File: src/common/isa_pkg.sv
package isa_pkg;

    localparam int xlen = 32;

    typedef logic [4:0] reg_addr_t;

    // Major opcodes handled by the core
    typedef enum logic [6:0] {
        OP     = 7'b0110011,
        OP_IMM = 7'b0010011,
        LOAD   = 7'b0000011,
        STORE  = 7'b0100011
    } opcode_t;

    typedef enum logic [2:0] {
        ALU_ADD = 3'd0,
        ALU_SUB = 3'd1,
        ALU_AND = 3'd2,
        ALU_OR  = 3'd3,
        ALU_XOR = 3'd4,
        ALU_SLT = 3'd5
    } alu_op_t;

    localparam logic [2:0] F3_ADD_SUB = 3'b000; // ADD, SUB, ADDI
    localparam logic [2:0] F3_SLT     = 3'b010;
    localparam logic [2:0] F3_XOR     = 3'b100;
    localparam logic [2:0] F3_OR      = 3'b110;
    localparam logic [2:0] F3_AND     = 3'b111;

    localparam logic [6:0] F7_SUB = 7'b0100000; // Selects SUB over ADD

    typedef struct packed {
        logic [6:0] funct7;
        reg_addr_t  rs2;
        reg_addr_t  rs1;
        logic [2:0] funct3;
        reg_addr_t  rd;
        opcode_t    opcode;
    } instr_r_t;

    typedef struct packed {
        logic [11:0] imm;
        reg_addr_t   rs1;
        logic [2:0]  funct3;
        reg_addr_t   rd;
        opcode_t     opcode;
    } instr_i_t;

    // Immediate split around rs2 and funct3
    typedef struct packed {
        logic [6:0] imm_hi;
        reg_addr_t  rs2;
        reg_addr_t  rs1;
        logic [2:0] funct3;
        logic [4:0] imm_lo;
        opcode_t    opcode;
    } instr_s_t;

    typedef union packed {
        instr_r_t r;
        instr_i_t i;
        instr_s_t s;
    } instr_u;

endpackage

File: src/common/core_pkg.sv
package core_pkg;

    typedef struct packed {
        logic                      valid;
        logic [isa_pkg::xlen-1:0]  pc;
        isa_pkg::instr_u           instr;
    } if_id_t;

    typedef struct packed {
        logic             reg_write;
        logic             mem_read;
        logic             mem_write;
        logic             alu_src;   // Immediate as second operand
        isa_pkg::alu_op_t alu_op;
    } ctrl_t;

    typedef struct packed {
        logic                     valid;
        ctrl_t                    ctrl;
        logic [isa_pkg::xlen-1:0] rs1_val;
        logic [isa_pkg::xlen-1:0] rs2_val;
        logic [isa_pkg::xlen-1:0] imm;
        isa_pkg::reg_addr_t       rd;
    } id_ex_t;

    typedef struct packed {
        logic                     valid;
        ctrl_t                    ctrl;
        logic [isa_pkg::xlen-1:0] alu_result;
        logic [isa_pkg::xlen-1:0] store_data;
        isa_pkg::reg_addr_t       rd;
    } ex_mem_t;

    // Register write, also seen at the top level
    typedef struct packed {
        logic                     valid;
        isa_pkg::reg_addr_t       rd;
        logic [isa_pkg::xlen-1:0] data;
    } wb_t;

    typedef struct packed {
        logic                     valid;
        logic [isa_pkg::xlen-1:0] addr; // Byte address from the ALU
        logic [isa_pkg::xlen-1:0] data;
    } store_t;

    typedef struct packed {
        logic                     we;
        logic [isa_pkg::xlen-1:0] addr; // Word index into instruction memory
        logic [isa_pkg::xlen-1:0] data;
    } imem_load_t;

endpackage

File: src/design/decode_stage.sv
`timescale 1ns/100ps

module decode_stage (
    input  logic             clk,
    input  logic             rst_n,
    input  core_pkg::if_id_t if_id,
    input  core_pkg::wb_t    wb,
    output core_pkg::id_ex_t id_ex
);

    isa_pkg::instr_u          instr;
    core_pkg::ctrl_t          ctrl;
    logic                     legal;
    logic [isa_pkg::xlen-1:0] imm;
    logic [isa_pkg::xlen-1:0] rs1_data;
    logic [isa_pkg::xlen-1:0] rs2_data;

    function automatic isa_pkg::alu_op_t alu_from_funct3(input logic [2:0] funct3,
                                                         input logic       sub);
        case (funct3)
            isa_pkg::F3_SLT: return isa_pkg::ALU_SLT;
            isa_pkg::F3_XOR: return isa_pkg::ALU_XOR;
            isa_pkg::F3_OR:  return isa_pkg::ALU_OR;
            isa_pkg::F3_AND: return isa_pkg::ALU_AND;
            default:         return sub ? isa_pkg::ALU_SUB : isa_pkg::ALU_ADD;
        endcase
    endfunction

    assign instr = if_id.instr;

    always_comb
    begin
        ctrl  = '0;
        legal = 1'b1;
        imm   = {{20{instr.i.imm[11]}}, instr.i.imm}; // I format unless a store
        case (instr.r.opcode)
            isa_pkg::OP:
            begin
                ctrl.reg_write = 1'b1;
                ctrl.alu_op    = alu_from_funct3(instr.r.funct3,
                                                 instr.r.funct7 == isa_pkg::F7_SUB);
                legal = instr.r.funct3 inside {isa_pkg::F3_ADD_SUB, isa_pkg::F3_SLT,
                                               isa_pkg::F3_XOR, isa_pkg::F3_OR,
                                               isa_pkg::F3_AND};
            end
            isa_pkg::OP_IMM:
            begin
                ctrl.reg_write = 1'b1;
                ctrl.alu_src   = 1'b1;
                ctrl.alu_op    = alu_from_funct3(instr.i.funct3, 1'b0);
                legal = instr.i.funct3 inside {isa_pkg::F3_ADD_SUB, isa_pkg::F3_SLT,
                                               isa_pkg::F3_XOR, isa_pkg::F3_OR,
                                               isa_pkg::F3_AND};
            end
            isa_pkg::LOAD:
            begin
                ctrl.reg_write = 1'b1;
                ctrl.mem_read  = 1'b1;
                ctrl.alu_src   = 1'b1;
            end
            isa_pkg::STORE:
            begin
                ctrl.mem_write = 1'b1;
                ctrl.alu_src   = 1'b1;
                imm = {{20{instr.s.imm_hi[6]}}, instr.s.imm_hi, instr.s.imm_lo};
            end
            default: legal = 1'b0; // Retires as a bubble
        endcase
    end

    // rs1 and rs2 share positions across formats
    register_file i_register_file (
        .clk      (clk),
        .rs1      (instr.r.rs1),
        .rs2      (instr.r.rs2),
        .wb       (wb),
        .rs1_data (rs1_data),
        .rs2_data (rs2_data)
    );

    // ID/EX register
    always_ff @(posedge clk)
    begin
        id_ex.ctrl    <= ctrl;
        id_ex.rs1_val <= rs1_data;
        id_ex.rs2_val <= rs2_data;
        id_ex.imm     <= imm;
        id_ex.rd      <= instr.r.rd;
        if (!rst_n)
            id_ex.valid <= 1'b0;
        else
            id_ex.valid <= if_id.valid & legal;
    end

endmodule

File: src/design/register_file.sv
`timescale 1ns/100ps

module register_file (
    input  logic                     clk,
    input  isa_pkg::reg_addr_t       rs1,
    input  isa_pkg::reg_addr_t       rs2,
    input  core_pkg::wb_t            wb,
    output logic [isa_pkg::xlen-1:0] rs1_data,
    output logic [isa_pkg::xlen-1:0] rs2_data
);

    logic [isa_pkg::xlen-1:0] regs [32];

    // All registers power up as zero
    initial
    begin
        for (int i = 0; i < 32; i++)
            regs[i] = '0;
    end

    // x0 reads zero, a write in flight wins over the bank
    function automatic logic [isa_pkg::xlen-1:0] read_reg(input isa_pkg::reg_addr_t addr);
        if (addr == '0)
            return '0;
        if (wb.valid && wb.rd == addr)
            return wb.data;
        return regs[addr];
    endfunction

    always_ff @(posedge clk)
    begin
        if (wb.valid && wb.rd != '0)
            regs[wb.rd] <= wb.data;
    end

    always_comb
    begin
        rs1_data = read_reg(rs1);
        rs2_data = read_reg(rs2);
    end

endmodule

File: config.mk
export PLATFORM = sky130hd
export DESIGN_NAME = decode_stage
export DESIGN_NICKNAME = d
export VERILOG_FILES = /design/src/common/isa_pkg.sv /design/src/common/core_pkg.sv /design/src/design/decode_stage.sv /design/src/design/register_file.sv
export SDC_FILE = /design/constraint.sdc
export NUM_CORES = 1
export LEC_CHECK = 0
export BUFFER_PORTS_ARGS = -buffer_cell sky130_fd_sc_hd__buf_2
export CORE_UTILIZATION = 26
export DETAILED_ROUTE_END_ITERATION = 12
export MAX_ROUTING_LAYER = met4
export PLACE_DENSITY = 0.5
export REMOVE_ABC_BUFFERS = 1
export SLEW_MARGIN = 5
export SYNTH_ARGS = -nofsm -noshare
export SYNTH_HDL_FRONTEND = slang
export SYNTH_SLANG_ARGS = --single-unit
File: constraint.sdc
create_clock -name clk -period 5.4 [get_ports clk]
set_input_delay 0.27 -clock clk [delete_from_list [all_inputs] [get_ports clk]]
set_output_delay 0.27 -clock clk [all_outputs]
set_load 0.02 [all_outputs]
# Word-level counts from Yosys, hierarchy flattened
# Memory sizes are Yosys's and may differ from the RTL's.
# Index checks and enable logic that the tools add are counted.
[totals]
ff_bits = 89
ramBits = 1024
output_inout_bits = 109
wordCells = 61
memories = 1
[memory_table]
columns = ["name", "words", "word_bits", "read_ports", "rd_ports_with_merged_regs", "wr", "line", "text"]
rows = [
  ["i_register_file.regs", 32, 32, 2, 0, 1, "register_file.sv:12", "logic [isa_pkg::xlen-1:0] regs [32];"],
]
[classes]
eq_ne = 11
muxes = 26
bitwise_logic = 1
n_reduce_logical = 12
[op_table]
columns = ["op", "n"]
rows = [
  ["two-way mux 32 bit", 8],
  ["case mux 3 bit (4 select lines)", 2],
  ["== test 7 x 6 -> 1 bit, second input constant", 3],
  ["two-way mux 1 bit", 13],
  ["== test 5 bit", 2],
  ["zero test 5 bit", 2],
  ["nonzero test 5 bit", 2],
  ["== test 3 bit, second input constant", 3],
  ["== test 7 x 2 -> 1 bit, second input constant", 1],
  ["== test 7 x 5 -> 1 bit, second input constant", 1],
  ["case mux 3 bit (2 select lines)", 1],
  ["OR reduction 3 bit", 2],
  ["two-way mux 5 bit", 1],
  ["OR reduction 2 bit", 2],
  ["== test 3 x 2 -> 1 bit, second input constant", 1],
  ["logical AND 1 bit", 3],
  ["zero test 3 bit", 1],
  ["case mux 1 bit (2 select lines)", 1],
  ["bitwise AND 1 bit", 1],
]

# Logic depth before layout (Yosys ltp)
[logic_depth]
word_depth = 6
depth_mapped = 9
ltp_nobuf = 5

# By module
# From an unflattened synthesis, not the netlist that was laid out.
[hier_totals]
cells_unflattened = 2682
hier_area_um2 = 49872.8
[modules_own_cells]
columns = ["module", "n_inst", "cells_each", "area_per_inst_um2", "seq_area_each_um2"]
rows = [
  ["register_file", 1, 2542, 47718.3, 30749.5],
  ["decode_stage", 1, 140, 2154.6, 1781.7],
]

# Least setup slack after synthesis
# Ideal clock, no wire load.
[synth_timing]
path_type = "input -> register"
start = "in wb[33] (netlist bit)"
end = "mem i_register_file.regs[19][0] (netlist bit), enable pin"
setup_time_ns = 0.513
arrival_time_ns = 4.175
required_ns = 4.887
path_slack_ns = 0.711
stages = 3
path_cell_list = "clkbuf_1 > nand3_1 > nor4b_1"
[synth_between]
elab_chain_len = 4
[synth_rtl]
columns = ["element", "line", "text"]
rows = [
  ["from (decl)", "decode_stage.sv:7", "input core_pkg::wb_t wb,"],
  ["nonzero test 5 bit", "register_file.sv:32", "if (wb.valid && wb.rd != '0)"],
  ["logical AND 1 bit", "register_file.sv:32", ""],
  ["two-way mux 1 bit", "register_file.sv:32", ""],
  ["two-way mux 1 bit (implied by the code)", "register_file.sv:33", "regs[wb.rd] <= wb.data;"],
  ["to (decl)", "register_file.sv:12", ""],
]
# Parallel ways exist; a longest one is shown, timed or not.

# Worst setup path after layout
[layout_timing]
start = "in if_id[22] (netlist bit)"
end = "reg id_ex[50] (netlist bit)"
[layout_between]
elab_chain_len = 6
elab_cells_between_ends = 10
[layout_rtl]
columns = ["element", "line", "text"]
rows = [
  ["from (decl)", "decode_stage.sv:6", "input core_pkg::if_id_t if_id,"],
  ["branches (longest 5 deep; another with memory read (32 x 32 bit))", "--", ""],
  ["two-way mux 32 bit (*)", "register_file.sv:25", "if (wb.valid && wb.rd == addr)"],
  ["to (decl)", "decode_stage.sv:8", "output core_pkg::id_ex_t id_ex"],
]
# Mark *: on every way between the ends. The select of a mux whose other input is x is not followed.
# A chain may end at the register's enable or synchronous reset.

==> run_results.csv <==
group,metric,value,unit
run_status,status,"completed",
global_route,gr-usage-met1,22.1,%
sta,setup_tns_after_final_layout,0,ps
synth,netlist_top_cells_count,"1024 x edfxtp_1, 416 x mux4_2, 167 x mux2i_1",
floorplan,core_region_area,191000,um^2
final_layout,layout.core_utilization,30.7,%
min_path,hp-start,"wb[23]",
synth,syn-cell-area,50100,um^2
global_route,met2_usage,29.9,%
floorplan,rows,160,
worst_setup_path,crit_path_frequent_cell,"buf_4",
floorplan,die_area,194000,um^2
final_layout,fin_area,58600,um^2
power_and_ir_drop,pwr-share-clk,42.6,%
run,max_cap_viol,0,
sta,fmax,371,MHz
synth,netlist.top_cell.by_area,"edfxtp_1",
worst_setup_path,highest_net_fanout_along_the_worst_path,25,
power_and_ir_drop,p_comb_share,8.7,%
route,detailedRoute.firstIterationViolations,2979,
sta,final-hold-violation-count,0,
global_route,grt_max_degree,85,
final_layout,n_antenna_cell,0,
synth,synth_largest_type_area_fraction,61.4,%
synth,synth_cell_type_count,66,
worst_setup_path,cpPeakStageDelay,670,ps
global_route,grt_util_met3,2.35,%
sta,layout_worst_path_cycle_share,49.8,%
cts,tritoncts,"yes",
cts,worst_setup_hold_path_clk_slew,60,ps
power_and_ir_drop,power.internal,15.2,mW
synth,yosysWarningCount,0,
worst_setup_path,worstPathCellList,"buf_4 -> buf_4 -> nor2b_4 -> buf_4 -> a22oi_1 -> a22oi_1 -> a22o_1",
floorplan,die_height,441,um
cts,cts.htree.levels,3,
final_layout,regArea,32500,um^2
worst_setup_path,rr_worst_depth,5,
cts,clockBufferDepth,3,
final_layout,multiInputGateArea,16500,um^2
worst_setup_path,setup_crit_start_kind,"input pin",
sta,timing.clock.skew,27.6,ps
synth,synth_enable_flop_cells,1024,
power_and_ir_drop,power_switching,4.75,mW
power_and_ir_drop,seq_power_share,48.7,%
sta,tightest_slew,1230,ps
placement,placed_area,54000,um^2
sta,worst_slew_margin_rel,18.3,%
route,drt.antenna.violating_nets,0,
synth,number_of_standard_cells_after_synthesis,2581,
sta,timing_max_transition_violations_final,0,
global_route,gr-total-overflow,0,
global_route,grt_pass1_vias,29300,
worst_setup_path,timing.critical_path.to_type,"flip-flop",
worst_setup_path,regToRegSetupSlack,3340,ps
placement,numPortBuffers,181,
route,post-route-drc-count,0,
global_route,grt.total_usage,17.6,%
route,drtPass1Iterations,5,
power_and_ir_drop,power_per_cell_area,340,nW/um^2
final_layout,final_nets,2936,
floorplan,floorplan.io_pins,214,
global_route,grt_first_pass_wirelength,233,mm
cts,worst_skew_pair.late_latency,760,ps
final_layout,post_route_cells_drive_above_1_share,33.3,%
power_and_ir_drop,switching_share,23.8,%
cts,cts-buffers-inserted,119,
floorplan,dieWidth,441,um
worst_setup_path,critical_path.slowest_cell,"nor2b_4",
cts,post_cts.resized_instances,0,
worst_setup_path,worst-setup-path-type,"in2reg",
placement,routabilityCongestion,0.782,
min_path,hold-path-cell-count,1,
cts,clock-sinks,1113,
synth,synthTopCellsByArea,"edfxtp_1 61%, mux4_2 19%, dfxtp_1 3.6%",
synth,async_s_r_ff_share_synth,0,%
sta,hold_slack,48.2,ps
sta,setup_slack,2710,ps
placement,dp.final_hpwl,97.0,mm
route,route.detailed.wl_per_inst,30.9,um
min_path,hp_class,"in2reg",
global_route,grt_antenna_before_repair,5,
global_route,gr-max-usage-layer,"met2",
route,route.vias.total,28600,
final_layout,layoutNonFillerInstCount,5449,
worst_setup_path,worstReg2RegEnd,"id_ex[67]",
sta,finalWorstPathRequiredPeriod,2690,ps
final_layout,n_fill_cell,18500,
cts,clock_tree_root_driver_cell,"clkbuf_16",
power_and_ir_drop,totalPowerFinal,19.9,mW
synth,postSynth.topFlopCell,"edfxtp_1",
floorplan,initial_utilization,26.2,%
worst_setup_path,worst_path_arrival,3380,ps
min_path,whs_endpoint,"i_register_file.regs[2][23]",
sta,rsz_0062_raised_after_global_routing,"false",
route,avgViaCountPerCell,5.25,
sta,final_setup_violation_count,0,
final_layout,syn_to_final_growth,17.0,%
synth,synth_area_per_cell,19.4,um^2
placement,instance_count_after_placement_with_tap_cells_included,5174,
synth,synth-seq-cells,1113,
worst_setup_path,worstReg2RegStart,"i_register_file.regs[8][30]",
worst_setup_path,crit_required,6090,ps
route,detail_route.wirelength,169,mm
synth,synth.most_common_cell,"edfxtp_1",
power_and_ir_drop,max-vdd-ir-drop,0.000321,V
placement,placement.setup.worst_slack,2080,ps
synth,synth_seq_area_share,65.0,%
power_and_ir_drop,leakagePower,18.9,nW
[flip-flops by register name, indices dropped and copies added, names as in the netlist]
signal / cells
id_ex: 89
i_register_file.regs: 1024
[critical path: cells and delay by family]
kind	cells	cell delay, ps
AO/OA/AOI/OAI	3	550
buffers and inverters	3	1700
AND/OR/NAND/NOR	1	670
[worst max path at each step]
stage	start	to	slack, ps	depth (start not counted)
finish	if_id[22]	id_ex[50]	2710	7
global route	if_id[22]	id_ex[65]	2740	7
CTS	if_id[22]	id_ex[50]	2870	7
detailed placement	if_id[22]	id_ex[50]	2080	7
global placement	if_id[22]	id_ex[48]	2070	7
floorplan	wb[37]	i_register_file.regs[19][0]	1010	2
[power by group through the flow]
stage	Clock [mW]	Sequential [mW]	Combinational (mW)
global placement	0	9.89	1.71
detailed placement	0	9.89	1.72
finish	8.48	9.70	1.73
floorplan	0	9.94	0.727
CTS	8.64	9.71	1.75
global route	8.95	9.72	1.83
[cell usage in the layout, fill, tap and decap left out, types with 8 or more instances in the layout]
master,netlist,routed
a211oi_1,36,36
a21oi_1,36,36
a22o_1,30,30
a22oi_1,81,81
a32o_1,22,22
buf_12,2,8
buf_2,62,174
buf_4,42,98
bufinv_16,0,9
clkbuf_1,86,20
clkbuf_16,0,123
clkbuf_8,2,18
clkinv_1,1,14
clkinv_2,0,25
conb_1,1,32
dfxtp_1,89,89
dlygate4sd3_1,0,47
edfxtp_1,1024,1024
mux2_2,16,16
mux2i_1,167,167
mux4_1,35,35
mux4_2,416,416
nand2_1,53,53
nand3_1,34,34
nor2_1,36,15
nor2_4,0,22
nor3_1,15,10
o211ai_1,11,11
o21ai_0,17,17
o21ai_1,9,9
o221a_2,8,8
o221ai_1,34,34
o22ai_1,65,65
or3_1,16,15
[cell families (layout without fill, tap and decap cells)]
family,Yosys count,count (layout),synth area share (%)
flops,1113,1113,65.0
mux,635,635,24.3
compound gates,377,377,5.63
buf+inv,239,565,2.81
simple gates,205,205,2.07
xor+xnor,11,11,0.192
other cells,1,32,0.00749
[area by class of cell]
type	instances	share of cell area, %
Clock buffer	164	5.84
Sequential cell	1113	55.5
Clock inverter	64	1.12
Inverter	6	0.0384
Multi-Input combinational cell	1260	28.2
Timing Repair Buffer	331	3.92
Tap cell	2511	5.36
[routing by layer]
layer  vias up  wire (um)
met5         -          0
met4         0       4900
met3       251       8800
met2      1096      85200
met1     15600      69600
li1      11600          -
[what timing repair did]
action                    4_1_cts  5_1_grt
hold buffers                   47        0
hold endpoints to repair      559        0
buffers inserted                0        0
(Power assumes the default switching activity.)
