### src/common/isa_pkg.sv
package isa_pkg;

    localparam int xlen = 32;

    typedef logic [4:0] reg_addr_t;

    // Major opcodes handled by the core
    typedef enum logic [6:0] {
        OP     = 7'b0110011,
        OP_IMM = 7'b0010011,
        LOAD   = 7'b0000011,
        STORE  = 7'b0100011
    } opcode_t;

    typedef enum logic [2:0] {
        ALU_ADD = 3'd0,
        ALU_SUB = 3'd1,
        ALU_AND = 3'd2,
        ALU_OR  = 3'd3,
        ALU_XOR = 3'd4,
        ALU_SLT = 3'd5
    } alu_op_t;

    localparam logic [2:0] F3_ADD_SUB = 3'b000; // ADD, SUB, ADDI
    localparam logic [2:0] F3_SLT     = 3'b010;
    localparam logic [2:0] F3_XOR     = 3'b100;
    localparam logic [2:0] F3_OR      = 3'b110;
    localparam logic [2:0] F3_AND     = 3'b111;

    localparam logic [6:0] F7_SUB = 7'b0100000; // Selects SUB over ADD

    typedef struct packed {
        logic [6:0] funct7;
        reg_addr_t  rs2;
        reg_addr_t  rs1;
        logic [2:0] funct3;
        reg_addr_t  rd;
        opcode_t    opcode;
    } instr_r_t;

    typedef struct packed {
        logic [11:0] imm;
        reg_addr_t   rs1;
        logic [2:0]  funct3;
        reg_addr_t   rd;
        opcode_t     opcode;
    } instr_i_t;

    // Immediate split around rs2 and funct3
    typedef struct packed {
        logic [6:0] imm_hi;
        reg_addr_t  rs2;
        reg_addr_t  rs1;
        logic [2:0] funct3;
        logic [4:0] imm_lo;
        opcode_t    opcode;
    } instr_s_t;

    typedef union packed {
        instr_r_t r;
        instr_i_t i;
        instr_s_t s;
    } instr_u;

endpackage

### src/common/core_pkg.sv
package core_pkg;

    typedef struct packed {
        logic                      valid;
        logic [isa_pkg::xlen-1:0]  pc;
        isa_pkg::instr_u           instr;
    } if_id_t;

    typedef struct packed {
        logic             reg_write;
        logic             mem_read;
        logic             mem_write;
        logic             alu_src;   // Immediate as second operand
        isa_pkg::alu_op_t alu_op;
    } ctrl_t;

    typedef struct packed {
        logic                     valid;
        ctrl_t                    ctrl;
        logic [isa_pkg::xlen-1:0] rs1_val;
        logic [isa_pkg::xlen-1:0] rs2_val;
        logic [isa_pkg::xlen-1:0] imm;
        isa_pkg::reg_addr_t       rd;
    } id_ex_t;

    typedef struct packed {
        logic                     valid;
        ctrl_t                    ctrl;
        logic [isa_pkg::xlen-1:0] alu_result;
        logic [isa_pkg::xlen-1:0] store_data;
        isa_pkg::reg_addr_t       rd;
    } ex_mem_t;

    // Register write, also seen at the top level
    typedef struct packed {
        logic                     valid;
        isa_pkg::reg_addr_t       rd;
        logic [isa_pkg::xlen-1:0] data;
    } wb_t;

    typedef struct packed {
        logic                     valid;
        logic [isa_pkg::xlen-1:0] addr; // Byte address from the ALU
        logic [isa_pkg::xlen-1:0] data;
    } store_t;

    typedef struct packed {
        logic                     we;
        logic [isa_pkg::xlen-1:0] addr; // Word index into instruction memory
        logic [isa_pkg::xlen-1:0] data;
    } imem_load_t;

endpackage

### src/design/execute_stage.sv
`timescale 1ns/100ps

module execute_stage (
    input  logic              clk,
    input  logic              rst_n,
    input  core_pkg::id_ex_t  id_ex,
    output core_pkg::ex_mem_t ex_mem
);

    logic [isa_pkg::xlen-1:0] op_a;
    logic [isa_pkg::xlen-1:0] op_b;
    logic [isa_pkg::xlen-1:0] alu_result;

    assign op_a = id_ex.rs1_val;
    assign op_b = id_ex.ctrl.alu_src ? id_ex.imm : id_ex.rs2_val;

    always_comb
    begin
        case (id_ex.ctrl.alu_op)
            isa_pkg::ALU_ADD: alu_result = op_a + op_b; // Also load/store address
            isa_pkg::ALU_SUB: alu_result = op_a - op_b;
            isa_pkg::ALU_AND: alu_result = op_a & op_b;
            isa_pkg::ALU_OR:  alu_result = op_a | op_b;
            isa_pkg::ALU_XOR: alu_result = op_a ^ op_b;
            isa_pkg::ALU_SLT:
            begin
                // Signed compare
                alu_result = {{(isa_pkg::xlen-1){1'b0}}, $signed(op_a) < $signed(op_b)};
            end
            default:          alu_result = '0;
        endcase
    end

    // EX/MEM register
    always_ff @(posedge clk)
    begin
        ex_mem.ctrl       <= id_ex.ctrl;
        ex_mem.alu_result <= alu_result;
        ex_mem.store_data <= id_ex.rs2_val;
        ex_mem.rd         <= id_ex.rd;
        if (!rst_n)
            ex_mem.valid <= 1'b0;
        else
            ex_mem.valid <= id_ex.valid;
    end

endmodule

### config.mk
export PLATFORM = sky130hd
export DESIGN_NAME = execute_stage
export DESIGN_NICKNAME = d
export VERILOG_FILES = /design/src/common/isa_pkg.sv /design/src/common/core_pkg.sv /design/src/design/execute_stage.sv
export SDC_FILE = /design/constraint.sdc
export NUM_CORES = 1
export LEC_CHECK = 0
export BUFFER_PORTS_ARGS = -buffer_cell sky130_fd_sc_hd__buf_2
export CAP_MARGIN = 30
export CELL_PAD_IN_SITES_DETAIL_PLACEMENT = 1
export CELL_PAD_IN_SITES_GLOBAL_PLACEMENT = 2
export CORE_ASPECT_RATIO = 0.5
export CORE_UTILIZATION = 29
export CTS_BUF_LIST = sky130_fd_sc_hd__clkbuf_8
export DETAILED_ROUTE_END_ITERATION = 16
export PLACE_DENSITY_LB_ADDON = 0.2
export RECOVER_POWER = 25
export SKIP_CTS_REPAIR_TIMING = 1
export SYNTH_ARGS = -nofsm -noshare
export SYNTH_HDL_FRONTEND = slang
export SYNTH_SLANG_ARGS = --single-unit
### constraint.sdc
create_clock -name clk -period 3.6 [get_ports clk]
set_clock_uncertainty 0.05 [all_clocks]
set_input_delay 0.18 -clock clk [delete_from_list [all_inputs] [get_ports clk]]
set_output_delay 0.18 -clock clk [all_outputs]
set_load 0.01 [all_outputs]
# Word-level counts from Yosys, hierarchy flattened
# Cells that the tools add are included.
[classes]
magnitude_cmp = 1
bitwise = 3
eq_ne = 5
addsub = 2
n_reduce_logical = 1
n_mux = 2
[op_table]
columns = ["op", "n"]
rows = [
  ["one-hot mux 32 bit (6 select lines)", 1],
  ["adder 32 bit", 1],
  ["AND 32 bit", 1],
  ["less-than comparator 32 bit", 1],
  ["two-way mux 32 bit", 1],
  ["OR 32 bit", 1],
  ["subtractor 32 bit", 1],
  ["bitwise XOR 32 bit", 1],
  ["equality test 3 x 2 -> 1 bit (second input constant)", 2],
  ["equality test 3 bit (second input constant)", 2],
  ["equality test 3 x 1 -> 1 bit (second input constant)", 1],
  ["logical NOT 3 bit", 1],
]
[totals]
inputBits = 111
wordCells = 23
out_inout_bits = 77
regBits = 77

# Depth between registers and ports, before layout
# Gate-level depths: netlist (run 1).
[depth]
word_depth = 3
depth_mapped = 16
mapped_depth_nobuf = 14

# Worst setup path before layout (run 1)
# Ideal clock, no wire load.
[synth_timing]
kind = "input to register"
start = "in id_ex[104] in the netlist's numbering"
end = "reg ex_mem[65] in the netlist's numbering"
setup_ns = 0.120
path_stages = 15
setup_slack_ns = 0.021
arrival_ns = 3.409
t_required_ns = 3.430
path_buffers = 2
cell_sequence = "clkbuf_1 > buf_1 > mux2i_1 > inv_1 > ha_1 > fa_1 > nor2_1 > o221ai_2 > a211oi_2 > o31ai_2 > a31oi_1 > o22a_2 > o21ai_1 > or3_1 > a211o_1"
[synth_via]
elab_chain_len = 3
word_cells_on_any_way = 7
cone_classes = "add/sub (2); mux (2); bitwise (3)"
[synth_lines]
columns = ["item", "line", "text"]
rows = [
  ["start, declared", "execute_stage.sv:6", "input core_pkg::id_ex_t id_ex,"],
  ["two-way mux 32 bit (*)", "execute_stage.sv:15", "assign op_b = id_ex.ctrl.alu_src ? id_ex.imm : id_ex.rs2_val;"],
  ["subtractor 32 bit (tied with other cells)", "execute_stage.sv:21", "isa_pkg::ALU_SUB: alu_result = op_a - op_b;"],
  ["one-hot mux 32 bit (6 select lines) (*)", "execute_stage.sv:19", "case (id_ex.ctrl.alu_op)"],
  ["via alu_result, one bit", "execute_stage.sv:12", "logic [isa_pkg::xlen-1:0] alu_result;"],
  ["end, declared", "execute_stage.sv:7", "output core_pkg::ex_mem_t ex_mem"],
]
# The timed path passes the listed nets; every way through them passes the cells marked *.
# A chain may end at the register's enable or synchronous reset.

# Final worst setup path (run 1)
[layout_timing]
start = "in id_ex[54] in the netlist's numbering"
end = "reg ex_mem[68] in the netlist's numbering"
[layout_via]
elab_chain_len = 3
word_cells_on_any_way = 4
cone_classes = "add/sub (2); mux (2)"
[layout_lines]
columns = ["item", "line"]
rows = [
  ["two-way mux 32 bit (*)", "execute_stage.sv:15"],
  ["subtractor 32 bit / adder 32 bit (equally long branches)", "execute_stage.sv:21, execute_stage.sv:20"],
  ["one-hot mux 32 bit (6 select lines) (*)", "execute_stage.sv:19"],
  ["via alu_result, one bit", "execute_stage.sv:12"],
]
# Marked as above.

==> results of run 1 <==
## power breakdown
group | total, mW | switching (mW) | internal (mW)
clock | 0.705 | 0.440 | 0.264
combinational | 1.53 | 0.911 | 0.619
sequential | 0.957 | 0.0229 | 0.934
total | 3.19 | 1.37 | 1.82
## worst min-delay path by stage
stage                           from                 end  slack, ps  cells after the start
after floorplan             id_ex[0]   ex_mem[0]$_DFF_P_        160                      0
after global placement      id_ex[4]   ex_mem[4]$_DFF_P_        230                      1
after detailed placement  id_ex[107]  ex_mem[75]$_DFF_P_        230                      1
after CTS                   id_ex[3]   ex_mem[3]$_DFF_P_       -240                      1
after global routing      id_ex[104]  ex_mem[72]$_DFF_P_         70                      2
final                     id_ex[104]  ex_mem[72]$_DFF_P_         80                      2
## placed cells by master, fill, tap and decap left out, drive strengths merged, types with 17 or more instances in the layout
| master | count |
|---|---|
| o21ai | 71 |
| nor3 | 31 |
| buf | 226 |
| mux2i | 37 |
| clkbuf | 23 |
| dlygate4sd3 | 42 |
| nand3 | 21 |
| inv | 101 |
| nand2 | 58 |
| xnor2 | 17 |
| a21oi | 89 |
| nor2 | 78 |
| ha | 103 |
| dfxtp | 77 |
| o211ai | 17 |
## metrics by stage
step	hold WS (ps)	setup TNS [ps]	util	setup WS (ps)
floorplan	157.7	0	-	21.29
global placement	233.8	-132.0	0.3567	-84.57
detailed placement	233.8	-139.8	0.3567	-76.37
CTS	-243.7	0	0.3640	406.0
global route	69.15	0	0.3799	15.01
finish	83.40	0	0.3799	209.3
## per-layer routing
layer | track usage | part of all wire | up-vias
li1 | - | - | 3886
met1 | 0.3048 | 0.50 | 3897
met2 | 0.3539 | 0.44 | 166
met3 | 0.04651 | 0.044 | 33
met4 | 0.05511 | 0.016 | 0
met5 | 0 | 0 | -
## logic make-up (layout without fill, tap and decap cells)
logic type | count (synthesis) | after routing | share of synthesized area
AOI/OAI and AO/OA | 309 | 309 | 0.2853
xor gates and xnor gates | 19 | 19 | 0.02219
adders and majority gates | 105 | 105 | 0.1772
buffers and inverters | 152 | 397 | 0.08575
DFF | 77 | 77 | 0.2055
muxes | 38 | 38 | 0.05239
and+or+nand+nor | 258 | 258 | 0.1717
## layout make-up
| cell class | instances | area share |
|---|---|---|
| multi-input combinational | 729 | 0.5535 |
| timing repair buffer | 282 | 0.1834 |
| sequential | 77 | 0.1604 |
| tap | 344 | 0.04480 |
| inverter | 99 | 0.03868 |
| clock buffer | 9 | 0.01289 |
| clock inverter | 7 | 0.006381 |
## worst max-delay path: cells and delay by family
family / cells / cell delay, ps
adder cells (fa/ha/maj): 1 / 460
buffers and inverters: 2 / 640
multiplexers: 1 / 230
AO/OA/AOI/OAI: 3 / 670
AND/OR/NAND/NOR: 6 / 1480
## cell usage after synthesis, drive strengths merged (9+ instances only)
library cell and count:
o211ai 17, o32a 11, o21ai 71, nor2b 14, nor3 31, clkbuf 30
mux2i 37, a21oi 89, nand2b 9, ha 103, inv 96, dfxtp 77
buf 23, a21o 11, nor2 78, a31oi 9, nand2 58, xnor2 17
nand3 21, a211oi 12, nor4 9, o22ai 13
==> results.ini, run 1 <==
[outcome]
outcome=completed

[clock_network]
clkTransAtPathRegs_ps=100
cts_root_buffer=clkbuf_8
numCtsBuffers=9
clockBufferDepth=2
cts_tree=built
cts_sinks=77
htreeDepth=3

[final_layout]
top_register=ex_mem
fillerInstances=3130
n_antenna_cell=0
top_regs=ex_mem x77
drive_gt1_frac=0.2377
fin_nets=1414
largest_reg_flops=77
areaGrowthSynthToFinish_pct=28.11
final_cells=1547
multi_input_area_mm2=0.005318
fin_area_mm2=0.009608
final-seq-area_mm2=0.001541

[min_path]
hp-class=in2reg

[global_route]
grt_usage=0.2217
antenna_found_initial=0
grt_pass1_wl_um=45010
grt_max_degree=62
grt_pass1_vias=7895
gr-total-overflow=0

[timing]
final-hold-violation-count=0
min_period_over_period=0.9419
setup_viol=0
fmax_ghz=0.2949
rsz0062_at_grt=no
maxSlewViolCount=0
min_period_ps=3391
worst_pin_slew_ps=1173
max_slew_margin=0.2178

[synth]
synth.avg_cell_area_um2=7.828
syn_inst=958
yosysSeqAreaShare=0.2055
synthTopCellsByArea=dfxtp_1 21%, ha_1 17%, a21oi_1 5.7%, mux2i_1 4.9%, inv_1 4.6%
synthesis.area_mm2=0.007500
syn_nets=1174
synth_edf_count=0
yosys_warnings=0
synth_top_area_cell=dfxtp_1
synth-async-reset-ratio=0
synth_cell_types=92
yosys_register_bits=77
synth.top_cell.area_share=0.2055
synth-main-ff-cell=dfxtp_1

[floorplanning]
die-width_um=229.4
boundaryPins=188
core-area_mm2=0.02529
rows=41
die_y_um=115.7
die_area_mm2=0.02655
initial_core_util=0.2965

[setup_path]
cp.arrival_ps=3670
critPathMaxStageDelay_ps=520
end_kind=flop
path_class=in2reg
critPathMaxFanout=11
crit_end=ex_mem[68]$_DFF_P_
startpoint_type=primary input
worst_path_max_delay_cell=dlygate4sd3_1
crit_required_ps=3880
crit_path_start=id_ex[54]
path_cells=dlygate4sd3_1 > buf_2 > mux2i_1 > ha_1 > nor4_2 > nand4_1 > nor3_1 > nand4_1 > nand3_1 > a311o_1 > nand2_1 > a31o_1 > a31o_1

[detailed_routing]
drt_first_pass_iters=7
drc=0
wl_um=30060
vias_per_cell=5.160
drt_iter0_drc=478
vias=7982
wl_per_cell_um=19.43
antenna_left=0

[placement]
port_buffers=187
hpwlAfterDp_um=23410
gp_congestion=0.8598
dp_cells=1489
place_area_mm2=0.009020

[pwr]
cellLeakagePower_nw=4.534
p_total_mw=3.192
ir_drop_mv=0.1299
powerDensity_mw_per_mm2=332.2

[run]
cap_violations=0

(Power assumes the default switching activity.)
==> run 2: changes to the inputs <==
CORE_UTILIZATION = 34   (was 29)
clock period = 4.15 ns   (was 3.6 ns; I/O delays follow)
==> run 2 against run 1 <==
  * The run now ends with max-capacitance violations, max-slew violations left
  * Sequential power fell by 13%
  * Core utilization up 6.2 points
  * Global-route usage grew 2.9 points
  * Die area fell by 15%
  * Combinational power decreased by 17%
  * Design area is 3.1% lower
  * Largest cell class unchanged
  * Critical path depth up 1
==> results.ini, run 2 (synthesis results as in run 1) <==
[outcome]
outcome=finished with violations
violations=max-capacitance violations, max-slew violations

[timing]
fmax_ghz=0.2861
final-hold-violation-count=0  ; unchanged
worst_pin_slew_ps=1580  ; +406.6 ps
maxSlewViolCount=29  ; +29
rsz0062_at_grt=no
fin_setup_tns_ps=0  ; unchanged
min_period_ps=3496
max_slew_margin=-0.05326  ; -0.2711
min_period_over_period=0.8423
setup_viol=0  ; unchanged

[detailed_routing]
vias_per_cell=5.440  ; +5.4%
antenna_left=0  ; unchanged
vias=7970  ; -0.15%
drc=0  ; unchanged
wl_um=28680  ; -4.6%
wl_per_cell_um=19.58  ; +0.76%
drt_iter0_drc=519  ; +8.6%
drt_first_pass_iters=5  ; -2

[final_layout]
top_regs=ex_mem x77
final_cell_mix=170 x buf_2, 103 x ha_1, 92 x inv_1
fin_nets=1384  ; -2.1%
fin_area_mm2=0.009309  ; -3.1%
utilization=0.4419  ; +0.06203
drive_gt1_frac=0.2157  ; -0.02205
final_cells=1465  ; -5.3%
largest_reg_flops=77  ; unchanged
top_register=ex_mem
areaGrowthSynthToFinish_pct=24.12
n_antenna_cell=0  ; unchanged
mostFrequentLayoutCell=buf_2

[global_route]
grt_pass1_wl_um=43660  ; -3.0%
antenna_found_initial=0  ; unchanged
use_met1=0.3542  ; +0.04944
grtUsageMet2=0.3843  ; +0.03043
gr-total-overflow=0  ; unchanged
grt_pass1_vias=7780  ; -1.5%
grt_max_degree=72  ; +16%
grt_util_met3=0.05595  ; +0.009440
grt.busiest_layer=met2
grt_usage=0.2505  ; +0.02879

[clock_network]
cts_sinks=77  ; unchanged
htreeDepth=3  ; unchanged
numCtsBuffers=9  ; unchanged
clockBufferDepth=2  ; unchanged
clkTransAtPathRegs_ps=100  ; about the same
cts_tree=built
cts_root_buffer=clkbuf_8

[floorplanning]
core-area_mm2=0.02106  ; -17%
die_area_mm2=0.02269  ; -15%
boundaryPins=188  ; unchanged
rows=37  ; -9.8%
die-width_um=212.0  ; -7.6%
die_y_um=107.0  ; -7.5%
initial_core_util=0.3560  ; +0.05950

[setup_path]
crit_required_ps=4420  ; +540 ps
cp_num_cells=14  ; +1
startpoint_type=primary input
worstPathBufferInverterCount=3  ; +1
cp_top_family=compound AO/OA/AOI/OAI gates
path_cells=dlygate4sd3_1 > clkbuf_1 > mux2i_1 > inv_1 > fa_1 > nor2_1 > o221ai_2 > a211oi_2 > o31ai_2 > a31oi_1 > o22a_2 > o21ai_1 > or3_1 > a211o_1
critPathMaxFanout=4  ; -7
worst_path_max_delay_cell=dlygate4sd3_1
path_class=in2reg
critPathMaxStageDelay_ps=550  ; +30 ps
end_kind=flop
cp.arrival_ps=3770  ; +100 ps

[placement]
dp_cells=1406  ; -5.6%
port_buffers=187  ; unchanged
place_area_mm2=0.008710  ; -3.4%
gp_congestion=0.9375  ; +9.0%
hpwlAfterDp_um=22050  ; -5.8%

[min_path]
hp-class=in2reg
hold_end=ex_mem[37]$_DFF_P_
min_delay_path_depth=3  ; +1
hold_start=id_ex[98]

[pwr]
powerDensity_mw_per_mm2=290.1  ; -13%
ir_drop_mv=0.1559  ; +20%
cellLeakagePower_nw=4.381  ; -3.4%

[run]
cap_violations=1  ; +1

## run 2: worst max-delay path by stage
stage | startpoint | end | slack, ps
2_1_floorplan | id_ex[104] | ex_mem[65]$_DFF_P_ | 540
3_3_place_gp | id_ex[104] | ex_mem[37]$_DFF_P_ | 520
3_5_place_dp | id_ex[104] | ex_mem[65]$_DFF_P_ | 380
4_1_cts | id_ex[104] | ex_mem[65]$_DFF_P_ | 850
5_1_grt | id_ex[37] | ex_mem[65]$_DFF_P_ | 460
6_report | id_ex[38] | ex_mem[65]$_DFF_P_ | 650
## run 2: cell type report
cell class / instances / area (µm²)
clock inverter: 7 / 65.06
tap: 292 / 365.4
sequential: 77 / 1541
clock buffer: 9 / 123.9
inverter: 99 / 371.6
multi-input combinational: 729 / 5318
fill: 2642 / 11760
timing repair buffer: 252 / 1524
## run 2: report_power, final
part           internal (mW)  total [mW]  switching, mW
combinational          0.494        1.27          0.775
sequential             0.811       0.833         0.0221
clock                  0.231       0.599          0.368
## run 2: tightest hold or removal path: stages
cell and delay (ps):
buf_2 110, ha_1 260, o311ai_2 130
## run 2: layer usage
layer  vias to the layer above  part of all wire  wire (µm)
met5                         -                 0          0
met4                         0             0.012        332
met3                        21             0.059       1681
met2                       236              0.44      12550
met1                      3881              0.49      14120
li1                       3832                 -          -
## run 2: per-stage QoR
stage / hold WS (ps) / setup slack [ps] / power (mW)
final: 276.0 / 654.3 / 2.700
after global routing: 262.6 / 460.9 / 2.887
after CTS: -206.0 / 849.8 / 2.692
after detailed placement: 262.2 / 378.9 / 2.070
after global placement: 261.2 / 515.1 / 2.051
after floorplan: 185.2 / 543.8 / 1.667
